===== src/include/spi_cmd_config.svh =====
`ifndef SPI_CMD_CONFIG_SVH
`define SPI_CMD_CONFIG_SVH

// bus and record widths
`define NIB_W           4
`define VTX_W           108
`define TRI_W           36
`define CNT_W           12
`define ID_W            8

// small on purpose so overflow is reachable
`define VERT_MEM_DEPTH  64
`define TRI_MEM_DEPTH   64
`define VERT_ADDR_W     6
`define TRI_ADDR_W      6
`define MAX_BUF_CNT     32

// frame timing in sck edges
`define SETTLE_CYCLES   8
`define TURN_CYCLES     2

`endif


===== src/source/spi_cmd_pkg.sv =====
`default_nettype none

`include "spi_cmd_config.svh"

package spi_cmd_pkg;

    typedef enum logic [3:0] {
        OP_CREATE_VERT = 4'd1,
        OP_CREATE_TRI  = 4'd2,
        OP_WIPE_ALL    = 4'd5  // 3 and 4 reserved
    } opcode_e;

    typedef enum logic [3:0] {
        OK             = 4'd0,
        INVALID_OPCODE = 4'd1,
        OUT_OF_MEMORY  = 4'd2,
        BUFFER_FULL    = 4'd3,
        EMPTY_BUFFER   = 4'd4
    } status_e;

    typedef enum logic {
        KIND_VERT,
        KIND_TRI
    } buf_kind_e;

    typedef enum logic [2:0] {
        IDLE_OP,
        LOAD_COUNT,
        LOAD_VERT,
        LOAD_TRI,
        REPLY
    } rx_state_e;

    // first nibble on the bus lands in the top bits
    typedef struct packed {
        logic [31:0] x;
        logic [31:0] y;
        logic [31:0] z;
        logic [3:0]  attr0;
        logic [3:0]  attr1;
        logic [3:0]  attr2;
    } vertex_t;

    typedef struct packed {
        logic [`CNT_W-1:0] idx0;
        logic [`CNT_W-1:0] idx1;
        logic [`CNT_W-1:0] idx2;
    } tri_t;

endpackage

`default_nettype wire


===== src/source/resp_if.sv =====
`default_nettype none

`include "spi_cmd_config.svh"

interface resp_if;
    import spi_cmd_pkg::*;

    logic            start;   // one cycle
    logic [`ID_W-1:0] id;
    status_e         status;
    logic            busy;    // reply in progress

    modport sender (
        output start,
        output id,
        output status,
        input  busy
    );

    modport receiver (
        input  start,
        input  id,
        input  status,
        output busy
    );

endinterface

`default_nettype wire


===== src/source/buffer_allocator.sv =====
`default_nettype none

`include "spi_cmd_config.svh"

module buffer_allocator (
    input  logic                    sck,
    input  logic                    rst,
    input  logic                    alloc_req,
    input  spi_cmd_pkg::buf_kind_e  alloc_kind,
    input  logic [`CNT_W-1:0]       alloc_count,
    input  logic                    wipe,
    output spi_cmd_pkg::status_e    alloc_status,
    output logic [`ID_W-1:0]        alloc_id,
    output logic [`VERT_ADDR_W-1:0] alloc_base
);
    import spi_cmd_pkg::*;

    localparam int SUM_W = `CNT_W + 1;

    logic [`ID_W-1:0]       vert_id;
    logic [`ID_W-1:0]       tri_id;
    logic [`VERT_ADDR_W:0]  vert_fill;  // one spare bit, full is not empty
    logic [`TRI_ADDR_W:0]   tri_fill;
    logic [SUM_W-1:0]       fill;
    logic [SUM_W-1:0]       depth;
    logic [SUM_W-1:0]       need;
    logic                   grant;

    always_comb begin
        if (alloc_kind == KIND_TRI) begin
            alloc_id = tri_id;
            fill     = SUM_W'(tri_fill);
            depth    = SUM_W'(`TRI_MEM_DEPTH);
        end else begin
            alloc_id = vert_id;
            fill     = SUM_W'(vert_fill);
            depth    = SUM_W'(`VERT_MEM_DEPTH);
        end
        alloc_base = fill[`VERT_ADDR_W-1:0];
        need       = fill + SUM_W'(alloc_count);
        // order of the checks matters
        if (alloc_count == '0)
            alloc_status = EMPTY_BUFFER;
        else if (alloc_count > `CNT_W'(`MAX_BUF_CNT))
            alloc_status = BUFFER_FULL;
        else if (need > depth)
            alloc_status = OUT_OF_MEMORY;
        else
            alloc_status = OK;
    end

    assign grant = alloc_req && alloc_status == OK;

    always_ff @(posedge sck or posedge rst) begin
        if (rst) begin
            vert_id   <= '0;
            tri_id    <= '0;
            vert_fill <= '0;
            tri_fill  <= '0;
        end else if (wipe) begin
            vert_id   <= '0;
            tri_id    <= '0;
            vert_fill <= '0;
            tri_fill  <= '0;
        end else if (grant) begin
            if (alloc_kind == KIND_TRI) begin
                tri_id   <= tri_id + 1'b1;
                tri_fill <= need[`TRI_ADDR_W:0];
            end else begin
                vert_id   <= vert_id + 1'b1;
                vert_fill <= need[`VERT_ADDR_W:0];
            end
        end
    end

endmodule

`default_nettype wire


===== src/source/cmd_decoder.sv =====
`default_nettype none

`include "spi_cmd_config.svh"

module cmd_decoder (
    input  logic                    sck,
    input  logic                    rst,
    input  logic                    nib_valid,
    input  logic [`NIB_W-1:0]       nib,
    output logic                    opcode_valid,
    output spi_cmd_pkg::opcode_e    opcode,
    output logic                    alloc_req,
    output spi_cmd_pkg::buf_kind_e  alloc_kind,
    output logic [`CNT_W-1:0]       alloc_count,
    input  spi_cmd_pkg::status_e    alloc_status,
    input  logic [`ID_W-1:0]        alloc_id,
    input  logic [`VERT_ADDR_W-1:0] alloc_base,
    output logic                    vert_hdr_valid,
    output logic                    tri_hdr_valid,
    output logic [`ID_W-1:0]        hdr_id,
    output logic [`VERT_ADDR_W-1:0] hdr_base,
    output logic [`CNT_W-1:0]       hdr_count,
    output logic                    vert_valid,
    output spi_cmd_pkg::vertex_t    vert_data,
    output logic                    tri_valid,
    output spi_cmd_pkg::tri_t       tri_data,
    output logic                    soft_reset,
    output logic                    rearm,
    resp_if.sender                  resp
);
    import spi_cmd_pkg::*;

    localparam int VTX_NIBS = `VTX_W / `NIB_W;
    localparam int TRI_NIBS = `TRI_W / `NIB_W;
    localparam int CNT_NIBS = `CNT_W / `NIB_W;
    localparam int NC_W     = $clog2(VTX_NIBS);

    rx_state_e         state;
    logic [NC_W-1:0]   nib_cnt;   // nibble index within count or record
    logic [NC_W-1:0]   rec_nibs_m1;
    logic [`CNT_W-1:0] rec_cnt;
    logic              busy_q;
    logic              last_cnt_nib;
    logic              rec_end;
    logic              rec_last;

    assign last_cnt_nib = nib_cnt == NC_W'(CNT_NIBS - 1);
    assign rec_nibs_m1  = (state == LOAD_TRI) ? NC_W'(TRI_NIBS - 1) : NC_W'(VTX_NIBS - 1);
    assign rec_end      = nib_cnt == rec_nibs_m1;
    assign rec_last     = rec_cnt == hdr_count - 1'b1;

    // allocator sees the request while the last count nibble is on nib
    assign alloc_req   = nib_valid && state == LOAD_COUNT && last_cnt_nib;
    assign alloc_kind  = (opcode == OP_CREATE_TRI) ? KIND_TRI : KIND_VERT;
    assign alloc_count = {hdr_count[`CNT_W-`NIB_W-1:0], nib};

    always_ff @(posedge sck or posedge rst) begin
        if (rst) begin
            state          <= IDLE_OP;
            nib_cnt        <= '0;
            rec_cnt        <= '0;
            busy_q         <= 1'b0;
            opcode_valid   <= 1'b0;
            vert_hdr_valid <= 1'b0;
            tri_hdr_valid  <= 1'b0;
            vert_valid     <= 1'b0;
            tri_valid      <= 1'b0;
            soft_reset     <= 1'b0;
            rearm          <= 1'b0;
            resp.start     <= 1'b0;
        end else begin
            opcode_valid   <= 1'b0;
            vert_hdr_valid <= 1'b0;
            tri_hdr_valid  <= 1'b0;
            vert_valid     <= 1'b0;
            tri_valid      <= 1'b0;
            soft_reset     <= 1'b0;
            rearm          <= 1'b0;
            resp.start     <= 1'b0;
            busy_q         <= resp.busy;
            case (state)
                IDLE_OP: if (nib_valid) begin
                    nib_cnt <= '0;
                    case (nib)
                        OP_CREATE_VERT, OP_CREATE_TRI: begin
                            opcode_valid <= 1'b1;
                            state        <= LOAD_COUNT;
                        end
                        OP_WIPE_ALL: begin
                            opcode_valid <= 1'b1;
                            soft_reset   <= 1'b1;
                            resp.start   <= 1'b1;
                            state        <= REPLY;
                        end
                        default: begin
                            resp.start <= 1'b1;  // invalid opcode reply
                            state      <= REPLY;
                        end
                    endcase
                end
                LOAD_COUNT: if (nib_valid) begin
                    if (last_cnt_nib) begin
                        nib_cnt <= '0;
                        rec_cnt <= '0;
                        if (alloc_status == OK) begin
                            vert_hdr_valid <= alloc_kind == KIND_VERT;
                            tri_hdr_valid  <= alloc_kind == KIND_TRI;
                            state <= (alloc_kind == KIND_TRI) ? LOAD_TRI : LOAD_VERT;
                        end else begin
                            resp.start <= 1'b1;  // rejected, no payload
                            state      <= REPLY;
                        end
                    end else begin
                        nib_cnt <= nib_cnt + 1'b1;
                    end
                end
                LOAD_VERT, LOAD_TRI: if (nib_valid) begin
                    if (rec_end) begin
                        nib_cnt    <= '0;
                        vert_valid <= state == LOAD_VERT;
                        tri_valid  <= state == LOAD_TRI;
                        if (rec_last) begin
                            resp.start <= 1'b1;
                            state      <= REPLY;
                        end else begin
                            rec_cnt <= rec_cnt + 1'b1;
                        end
                    end else begin
                        nib_cnt <= nib_cnt + 1'b1;
                    end
                end
                REPLY: begin
                    if (rearm)
                        state <= IDLE_OP;  // gate is closed by now
                    else if (busy_q && !resp.busy)
                        rearm <= 1'b1;
                end
                default: state <= IDLE_OP;
            endcase
        end
    end

    always_ff @(posedge sck) begin
        if (nib_valid) begin
            case (state)
                IDLE_OP: begin
                    if (nib inside {OP_CREATE_VERT, OP_CREATE_TRI, OP_WIPE_ALL})
                        opcode <= opcode_e'(nib);
                    resp.id     <= '0;
                    resp.status <= (nib == OP_WIPE_ALL) ? OK : INVALID_OPCODE;
                end
                LOAD_COUNT: begin
                    hdr_count <= alloc_count;
                    if (last_cnt_nib) begin
                        hdr_id      <= alloc_id;
                        hdr_base    <= alloc_base;
                        resp.id     <= '0;
                        resp.status <= alloc_status;
                    end
                end
                LOAD_VERT: vert_data <= {vert_data[`VTX_W-`NIB_W-1:0], nib};
                LOAD_TRI:  tri_data  <= {tri_data[`TRI_W-`NIB_W-1:0], nib};
                default: ;
            endcase
            if ((state == LOAD_VERT || state == LOAD_TRI) && rec_end && rec_last) begin
                resp.id     <= hdr_id;
                resp.status <= OK;
            end
        end
    end

endmodule

`default_nettype wire


===== src/source/frame_gate.sv =====
`default_nettype none

`include "spi_cmd_config.svh"

module frame_gate (
    input  logic              sck,
    input  logic              rst,
    input  logic              cs_n,
    input  logic [`NIB_W-1:0] spi_in,
    input  logic              rearm,
    output logic              nib_valid,
    output logic [`NIB_W-1:0] nib
);

    localparam int SETTLE_W = $clog2(`SETTLE_CYCLES);

    logic [SETTLE_W-1:0] settle_cnt;
    logic                open_q;

    always_ff @(posedge sck or posedge rst) begin
        if (rst) begin
            settle_cnt <= '0;
            open_q     <= 1'b0;
            nib_valid  <= 1'b0;
        end else if (cs_n || rearm) begin
            settle_cnt <= '0;  // restart the junk window
            open_q     <= 1'b0;
            nib_valid  <= 1'b0;
        end else if (open_q) begin
            nib_valid <= 1'b1;
        end else begin
            nib_valid <= 1'b0;
            if (settle_cnt == SETTLE_W'(`SETTLE_CYCLES - 1))
                open_q <= 1'b1;
            else
                settle_cnt <= settle_cnt + 1'b1;
        end
    end

    always_ff @(posedge sck) begin
        if (open_q && !cs_n)
            nib <= spi_in;
    end

endmodule

`default_nettype wire


===== src/source/response_serializer.sv =====
`default_nettype none

`include "spi_cmd_config.svh"

module response_serializer (
    input  logic              sck,
    input  logic              rst,
    resp_if.receiver          resp,
    output logic [`NIB_W-1:0] spi_out,
    output logic              spi_oe
);
    import spi_cmd_pkg::*;

    localparam int STEP_W = $clog2(`TURN_CYCLES + 4);
    localparam logic [STEP_W-1:0] S_ID_HI  = STEP_W'(`TURN_CYCLES);
    localparam logic [STEP_W-1:0] S_ID_LO  = STEP_W'(`TURN_CYCLES + 1);
    localparam logic [STEP_W-1:0] S_STATUS = STEP_W'(`TURN_CYCLES + 2);
    localparam logic [STEP_W-1:0] S_DONE   = STEP_W'(`TURN_CYCLES + 3);

    logic [STEP_W-1:0] step;  // edges since the last command nibble
    logic [`ID_W-1:0]  id_q;
    status_e           status_q;

    always_ff @(posedge sck or posedge rst) begin
        if (rst) begin
            step      <= '0;
            spi_oe    <= 1'b0;
            resp.busy <= 1'b0;
        end else if (resp.start) begin
            step      <= STEP_W'(2);  // decoder edge plus this one
            resp.busy <= 1'b1;
        end else if (resp.busy) begin
            step <= step + 1'b1;
            if (step == S_ID_HI) begin
                spi_oe <= 1'b1;
            end else if (step == S_DONE) begin
                spi_oe    <= 1'b0;
                resp.busy <= 1'b0;
            end
        end
    end

    always_ff @(posedge sck) begin
        if (resp.start) begin
            id_q     <= resp.id;
            status_q <= resp.status;
        end
        if (resp.busy) begin
            case (step)
                S_ID_HI:  spi_out <= id_q[`ID_W-1:`NIB_W];
                S_ID_LO:  spi_out <= id_q[`NIB_W-1:0];
                S_STATUS: spi_out <= status_q;
                default: ;
            endcase
        end
    end

endmodule

`default_nettype wire


===== src/source/spi_cmd_rx.sv =====
`default_nettype none

`include "spi_cmd_config.svh"

module spi_cmd_rx (
    input  logic                    sck,
    input  logic                    rst,
    input  logic                    cs_n,
    input  logic [`NIB_W-1:0]       spi_in,
    output logic [`NIB_W-1:0]       spi_out,
    output logic                    spi_oe,
    output logic                    opcode_valid,
    output spi_cmd_pkg::opcode_e    opcode,
    output logic                    vert_hdr_valid,
    output logic                    tri_hdr_valid,
    output logic [`ID_W-1:0]        hdr_id,
    output logic [`VERT_ADDR_W-1:0] hdr_base,
    output logic [`CNT_W-1:0]       hdr_count,
    output logic                    vert_valid,
    output spi_cmd_pkg::vertex_t    vert_data,
    output logic                    tri_valid,
    output spi_cmd_pkg::tri_t       tri_data,
    output logic                    soft_reset
);
    import spi_cmd_pkg::*;

    logic                    nib_valid;
    logic [`NIB_W-1:0]       nib;
    logic                    rearm;
    logic                    alloc_req;
    buf_kind_e               alloc_kind;
    logic [`CNT_W-1:0]       alloc_count;
    status_e                 alloc_status;
    logic [`ID_W-1:0]        alloc_id;
    logic [`VERT_ADDR_W-1:0] alloc_base;

    resp_if resp_i ();

    frame_gate gate_i (
        .sck       (sck),
        .rst       (rst),
        .cs_n      (cs_n),
        .spi_in    (spi_in),
        .rearm     (rearm),
        .nib_valid (nib_valid),
        .nib       (nib)
    );

    cmd_decoder decoder_i (
        .sck            (sck),
        .rst            (rst),
        .nib_valid      (nib_valid),
        .nib            (nib),
        .opcode_valid   (opcode_valid),
        .opcode         (opcode),
        .alloc_req      (alloc_req),
        .alloc_kind     (alloc_kind),
        .alloc_count    (alloc_count),
        .alloc_status   (alloc_status),
        .alloc_id       (alloc_id),
        .alloc_base     (alloc_base),
        .vert_hdr_valid (vert_hdr_valid),
        .tri_hdr_valid  (tri_hdr_valid),
        .hdr_id         (hdr_id),
        .hdr_base       (hdr_base),
        .hdr_count      (hdr_count),
        .vert_valid     (vert_valid),
        .vert_data      (vert_data),
        .tri_valid      (tri_valid),
        .tri_data       (tri_data),
        .soft_reset     (soft_reset),
        .rearm          (rearm),
        .resp           (resp_i.sender)
    );

    buffer_allocator alloc_i (
        .sck          (sck),
        .rst          (rst),
        .alloc_req    (alloc_req),
        .alloc_kind   (alloc_kind),
        .alloc_count  (alloc_count),
        .wipe         (soft_reset),  // wipe all clears ids and bases
        .alloc_status (alloc_status),
        .alloc_id     (alloc_id),
        .alloc_base   (alloc_base)
    );

    response_serializer resp_ser_i (
        .sck     (sck),
        .rst     (rst),
        .resp    (resp_i.receiver),
        .spi_out (spi_out),
        .spi_oe  (spi_oe)
    );

endmodule

`default_nettype wire


===== config.mk =====
export PLATFORM = sky130hd
export DESIGN_NAME = spi_cmd_rx
export DESIGN_NICKNAME = d
export VERILOG_FILES = /design/src/source/spi_cmd_pkg.sv /design/src/source/resp_if.sv /design/src/source/buffer_allocator.sv /design/src/source/cmd_decoder.sv /design/src/source/frame_gate.sv /design/src/source/response_serializer.sv /design/src/source/spi_cmd_rx.sv
export VERILOG_INCLUDE_DIRS = /design/src /design/src/include
export SDC_FILE = /design/constraint.sdc
export NUM_CORES = 1
export LEC_CHECK = 0
export BUFFER_PORTS_ARGS = -buffer_cell sky130_fd_sc_hd__clkbuf_2
export CAP_MARGIN = 40
export CORE_MARGIN = 2
export CORE_UTILIZATION = 50
export CTS_CLUSTER_DIAMETER = 100
export DETAILED_ROUTE_END_ITERATION = 12
export PLACE_DENSITY = 0.77
export SETUP_SLACK_MARGIN = 0.4
export SYNTH_ARGS = -nofsm -noshare
export SYNTH_HDL_FRONTEND = slang
export SYNTH_SLANG_ARGS = --single-unit

===== constraint.sdc =====
create_clock -name sck -period 9.45 [get_ports sck]
set_input_delay 0.4725 -clock sck [delete_from_list [all_inputs] [get_ports sck]]
set_output_delay 0.4725 -clock sck [all_outputs]
set_load 0.02 [all_outputs]

==> impl_metrics.xml <==
<?xml version="1.0" encoding="UTF-8"?>
<metrics>
  <group name="drt">
    <metric name="route.detailed.drc" unit="">0</metric>
    <metric name="drt_iter0_drc" unit="">496</metric>
    <metric name="drt_pass1_iterations" unit="">5</metric>
    <metric name="detail_route.wirelength" unit="um">22200</metric>
    <metric name="wl_per_cell" unit="um">17.9</metric>
    <metric name="detail_route.vias_per_cell" unit="">5.42</metric>
    <metric name="final_antenna_net_count" unit="">0</metric>
    <metric name="dr_total_vias" unit="">6715</metric>
  </group>
  <group name="floorplanning">
    <metric name="floorplan.die.width" unit="um">151</metric>
    <metric name="row_count" unit="">53</metric>
    <metric name="initial_core_util" unit="%">51.2</metric>
    <metric name="dieArea" unit="mm2">0.0228</metric>
    <metric name="die_h" unit="um">151</metric>
    <metric name="boundaryPins" unit="">192</metric>
    <metric name="design.core.area" unit="mm2">0.0211</metric>
  </group>
  <group name="worst_setup_path">
    <metric name="timing.critical_path.depth" unit="">13</metric>
    <metric name="delay_contributed_by_the_slowest_stage_of_the_critical_path" unit="ns">0.53</metric>
    <metric name="cpMaxStageDelayCell" unit="">sky130_fd_sc_hd__a211oi_2</metric>
    <metric name="critPathTopFamily" unit="">compound AO/OA/AOI/OAI gates</metric>
    <metric name="worst_ep_required_time" unit="ns">9.87</metric>
    <metric name="kind_of_start_point_of_the_critical_path" unit="">register</metric>
    <metric name="cp_max_fo" unit="">21</metric>
    <metric name="timing.reg2reg.worst_path_depth" unit="">13</metric>
    <metric name="critical_path.cell_chain" unit="">nor4b_2 -&gt; buf_4 -&gt; mux2_2 -&gt; ha_1 -&gt; a211oi_1 -&gt; or4_1 -&gt; o2111ai_1 -&gt; a2111o_1 -&gt; a211oi_2 -&gt; buf_4 -&gt; nand2_1 -&gt; xnor2_1 -&gt; nor2b_1</metric>
    <metric name="worstPathArrival" unit="ns">4.61</metric>
    <metric name="timing_worst_setup_path_type" unit="">reg -&gt; reg</metric>
    <metric name="critical-path-top-cell-by-count" unit="">sky130_fd_sc_hd__buf_4</metric>
    <metric name="worstSetupEndpointType" unit="">register</metric>
    <metric name="critical_path.n_buffers_inverters" unit="">2</metric>
  </group>
  <group name="logic_synthesis">
    <metric name="sequential_element_share_of_the_synthesized_area" unit="%">72.7</metric>
    <metric name="post_synth_main_area_contributors" unit="">sky130_fd_sc_hd__edfxtp_1, sky130_fd_sc_hd__dfrtp_1, sky130_fd_sc_hd__ha_1, sky130_fd_sc_hd__nor2_1, sky130_fd_sc_hd__mux2_2</metric>
    <metric name="synthMostInstantiatedCell" unit="">sky130_fd_sc_hd__edfxtp_1</metric>
    <metric name="synth.avg_cell_area" unit="um2">14.7</metric>
    <metric name="postSynth.topFlopCell" unit="">sky130_fd_sc_hd__edfxtp_1</metric>
    <metric name="yosysTopAreaCellShare" unit="%">56.7</metric>
    <metric name="synth.net_count" unit="">766</metric>
    <metric name="synth_cell_types" unit="">61</metric>
    <metric name="yosys-top-cells-count" unit="">sky130_fd_sc_hd__edfxtp_1, sky130_fd_sc_hd__dfrtp_1, sky130_fd_sc_hd__nor2_1, sky130_fd_sc_hd__nand2_1, sky130_fd_sc_hd__inv_1</metric>
    <metric name="ys_async_sr_fraction" unit="%">25.3</metric>
    <metric name="post_synth_edffs" unit="">204</metric>
    <metric name="post_syn_instances" unit="">737</metric>
    <metric name="synth_top_area_cell" unit="">sky130_fd_sc_hd__edfxtp_1</metric>
    <metric name="syn-cell-area" unit="mm2">0.0108</metric>
    <metric name="ys_ff_latch" unit="">273</metric>
    <metric name="synth_warnings" unit="">0</metric>
  </group>
  <group name="clocking">
    <metric name="htree_levels" unit="">1</metric>
    <metric name="clock_tree.root_cell" unit="">sky130_fd_sc_hd__clkbuf_16</metric>
    <metric name="cts_num_sinks" unit="">273</metric>
    <metric name="insertion_delay" unit="ns">0.55</metric>
    <metric name="clock_slew_at_reported_path_ffs" unit="ns">0.06</metric>
    <metric name="ctsLongestPathBuffers" unit="">3</metric>
    <metric name="cts_inserted_buffers" unit="">29</metric>
    <metric name="tritoncts" unit="">yes</metric>
  </group>
  <group name="grt">
    <metric name="grt_util_all_layers" unit="%">19.6</metric>
    <metric name="grt_first_pass_wirelength" unit="um">35100</metric>
    <metric name="antenna_found_initial" unit="">0</metric>
    <metric name="globalRouteOverflowTotal" unit="">0</metric>
    <metric name="grt_max_degree" unit="">63</metric>
    <metric name="vias_in_the_first_global_route" unit="">6673</metric>
  </group>
  <group name="sta">
    <metric name="worst_hold_slack" unit="ns">0.0945</metric>
    <metric name="final.setup_skew" unit="ns">0.0130</metric>
    <metric name="max_slew_margin" unit="%">55.0</metric>
    <metric name="final.min_clock_period" unit="ns">4.19</metric>
    <metric name="layout_worst_path_cycle_share" unit="%">44.3</metric>
    <metric name="drv_slew" unit="">0</metric>
    <metric name="clock.fmax" unit="GHz">0.239</metric>
    <metric name="report.final.hold_viol_count" unit="">0</metric>
    <metric name="grt_setup_unrepaired" unit="">false</metric>
    <metric name="fin_tns_setup" unit="ns">0</metric>
    <metric name="worst_case_setup_margin_in_the_final_layout" unit="ns">5.26</metric>
    <metric name="worst_slew_pin_slew" unit="ns">0.658</metric>
    <metric name="report.final.setup_viol" unit="">0</metric>
  </group>
  <group name="power_and_ir_drop">
    <metric name="power_density" unit="mW/mm2">192</metric>
    <metric name="p_leak" unit="uW">0.00525</metric>
    <metric name="post-layout-total-power" unit="uW">2510</metric>
    <metric name="maximum_resistive_drop_on_vdd" unit="mV">0.149</metric>
  </group>
  <group name="flow_run">
    <metric name="cap_viol_max_count" unit="">0</metric>
  </group>
  <group name="placement">
    <metric name="post-place-ws" unit="ns">5.27</metric>
    <metric name="gp_congestion" unit="">0.875</metric>
    <metric name="placement.io_buffers" unit="">191</metric>
    <metric name="detailed_place_hpwl" unit="um">15300</metric>
  </group>
  <group name="layout">
    <metric name="antenna_cells_inserted" unit="">0</metric>
    <metric name="syn_to_final_growth" unit="%">20.9</metric>
    <metric name="nets" unit="">969</metric>
    <metric name="postLayoutCoreUtil" unit="%">61.9</metric>
    <metric name="fraction_of_layout_instances_using_a_drive_strength_above_1" unit="%">29.0</metric>
  </group>
  <group name="hold_path">
    <metric name="min_path_cells" unit="">1</metric>
    <metric name="holdCritPathClass" unit="">in -&gt; reg</metric>
  </group>
  <group name="status">
    <metric name="outcome" unit="">completed</metric>
  </group>
</metrics>
==> metrics by stage <==
stage | cells | cell area, um2
final | 1238 | 13100
after global routing | 1238 | 13100
after CTS | 1238 | 13100
after detailed placement | 1183 | 12100
after global placement | 1178 | 12000
after floorplan | 737 | 10800
==> timing repair <==
item | CTS | global route
endpoints found under the setup margin | 0 | 0
resized for setup | 0 | 0
endpoints found under the hold margin | 23 | 0
hold buffers | 1 | 0
buffers inserted | 0 | 0
==> area by class of cell <==
cell class                      count  area [um2]
Fill cell                        1598        8030
Multi-Input combinational cell    398        2660
Clock inverter                     17         160
Sequential cell                   273        7850
Timing Repair Buffer              204        1130
Inverter                           34         128
Clock buffer                       37         786
Tap cell                          275         344
==> final timing paths <==
kind,startpoint,end,slack (ns)
setup / recovery,decoder_i.opcode[0]$_DFFE_PP_,alloc_i.vert_id[5]$_DFFE_PP0P_,5.26
hold / removal,spi_in[1],gate_i.nib[1]$_DFFE_PP_,0.09
setup reg to reg,decoder_i.opcode[0]$_DFFE_PP_,alloc_i.vert_id[5]$_DFFE_PP0P_,5.26
hold reg to reg,decoder_i.resp.id[4]$_SDFFCE_PN0P_,resp_ser_i.id_q[4]$_DFFE_PP_,0.42
max in group asynchronous,rst,alloc_i.vert_id[7]$_DFFE_PP0P_,8.38
min in group asynchronous,rst,resp_ser_i.spi_oe$_DFFE_PP0P_,0.51
==> cell families (layout without fill, tap and decap cells) <==
family,Yosys count,in the layout,synth area share [%]
flip-flops,273,273,72.7
multiplexers,31,31,3.06
XOR/XNOR,29,29,2.35
buffers and inverters,66,292,2.84
AND/OR/NAND/NOR,215,215,10.1
AO/OA/AOI/OAI,101,101,6.30
adder cells (fa/ha/maj),22,22,2.62
==> registers in the layout, summed over array words and instances, names as in the netlist, 5 cells and up <==
name / cells
decoder_i.hdr_base: 6
alloc_i.tri_id: 8
alloc_i.tri_fill: 7
alloc_i.vert_id: 8
alloc_i.vert_fill: 7
decoder_i.hdr_count: 12
decoder_i.resp.id: 8
decoder_i.hdr_id: 8
resp_ser_i.id_q: 8
decoder_i.vert_data: 108
decoder_i.tri_data: 36
decoder_i.nib_cnt: 5
decoder_i.rec_cnt: 12
==> placed cells by master, fill, tap and decap left out, types with 6 or more instances in the layout <==
| cell type | netlist | final |
|---|---|---|
| sky130_fd_sc_hd__nor3b_1 | 6 | 6 |
| sky130_fd_sc_hd__dfrtp_1 | 69 | 69 |
| sky130_fd_sc_hd__o21ai_0 | 20 | 20 |
| sky130_fd_sc_hd__edfxtp_1 | 204 | 204 |
| sky130_fd_sc_hd__buf_4 | 8 | 7 |
| sky130_fd_sc_hd__mux2_2 | 16 | 16 |
| sky130_fd_sc_hd__xnor2_1 | 20 | 20 |
| sky130_fd_sc_hd__clkbuf_2 | 0 | 191 |
| sky130_fd_sc_hd__inv_1 | 34 | 33 |
| sky130_fd_sc_hd__nor2b_1 | 10 | 10 |
| sky130_fd_sc_hd__nor2_1 | 57 | 57 |
| sky130_fd_sc_hd__nand3_1 | 20 | 20 |
| sky130_fd_sc_hd__clkinv_2 | 0 | 6 |
| sky130_fd_sc_hd__mux2i_1 | 15 | 15 |
| sky130_fd_sc_hd__a21oi_1 | 23 | 23 |
| sky130_fd_sc_hd__nand2_1 | 46 | 46 |
| sky130_fd_sc_hd__xor2_1 | 9 | 9 |
| sky130_fd_sc_hd__nor4_1 | 8 | 8 |
| sky130_fd_sc_hd__nor3_1 | 16 | 15 |
| sky130_fd_sc_hd__nand4_1 | 10 | 10 |
| sky130_fd_sc_hd__or3_1 | 9 | 9 |
| sky130_fd_sc_hd__clkbuf_16 | 0 | 29 |
| sky130_fd_sc_hd__o211ai_1 | 8 | 8 |
| sky130_fd_sc_hd__ha_1 | 21 | 21 |
==> power by group <==
part	switching [uW]	internal [uW]	leakage [uW]
Combinational	56.3	33.7	0.00201
Clock	459	646	0.000463
Sequential	21.7	1290	0.00278
==> routing by layer <==
metal,wire length (um),share of wire [%],vias up,GRT usage (%)
met5,0,0,-,0
met3,1470,6.6,46,4.10
met1,9000,41,3310,25.0
met4,510,2.3,0,5.75
li1,-,-,3139,-
met2,11200,51,220,34.1
Power figures use the tool's default switching activity.
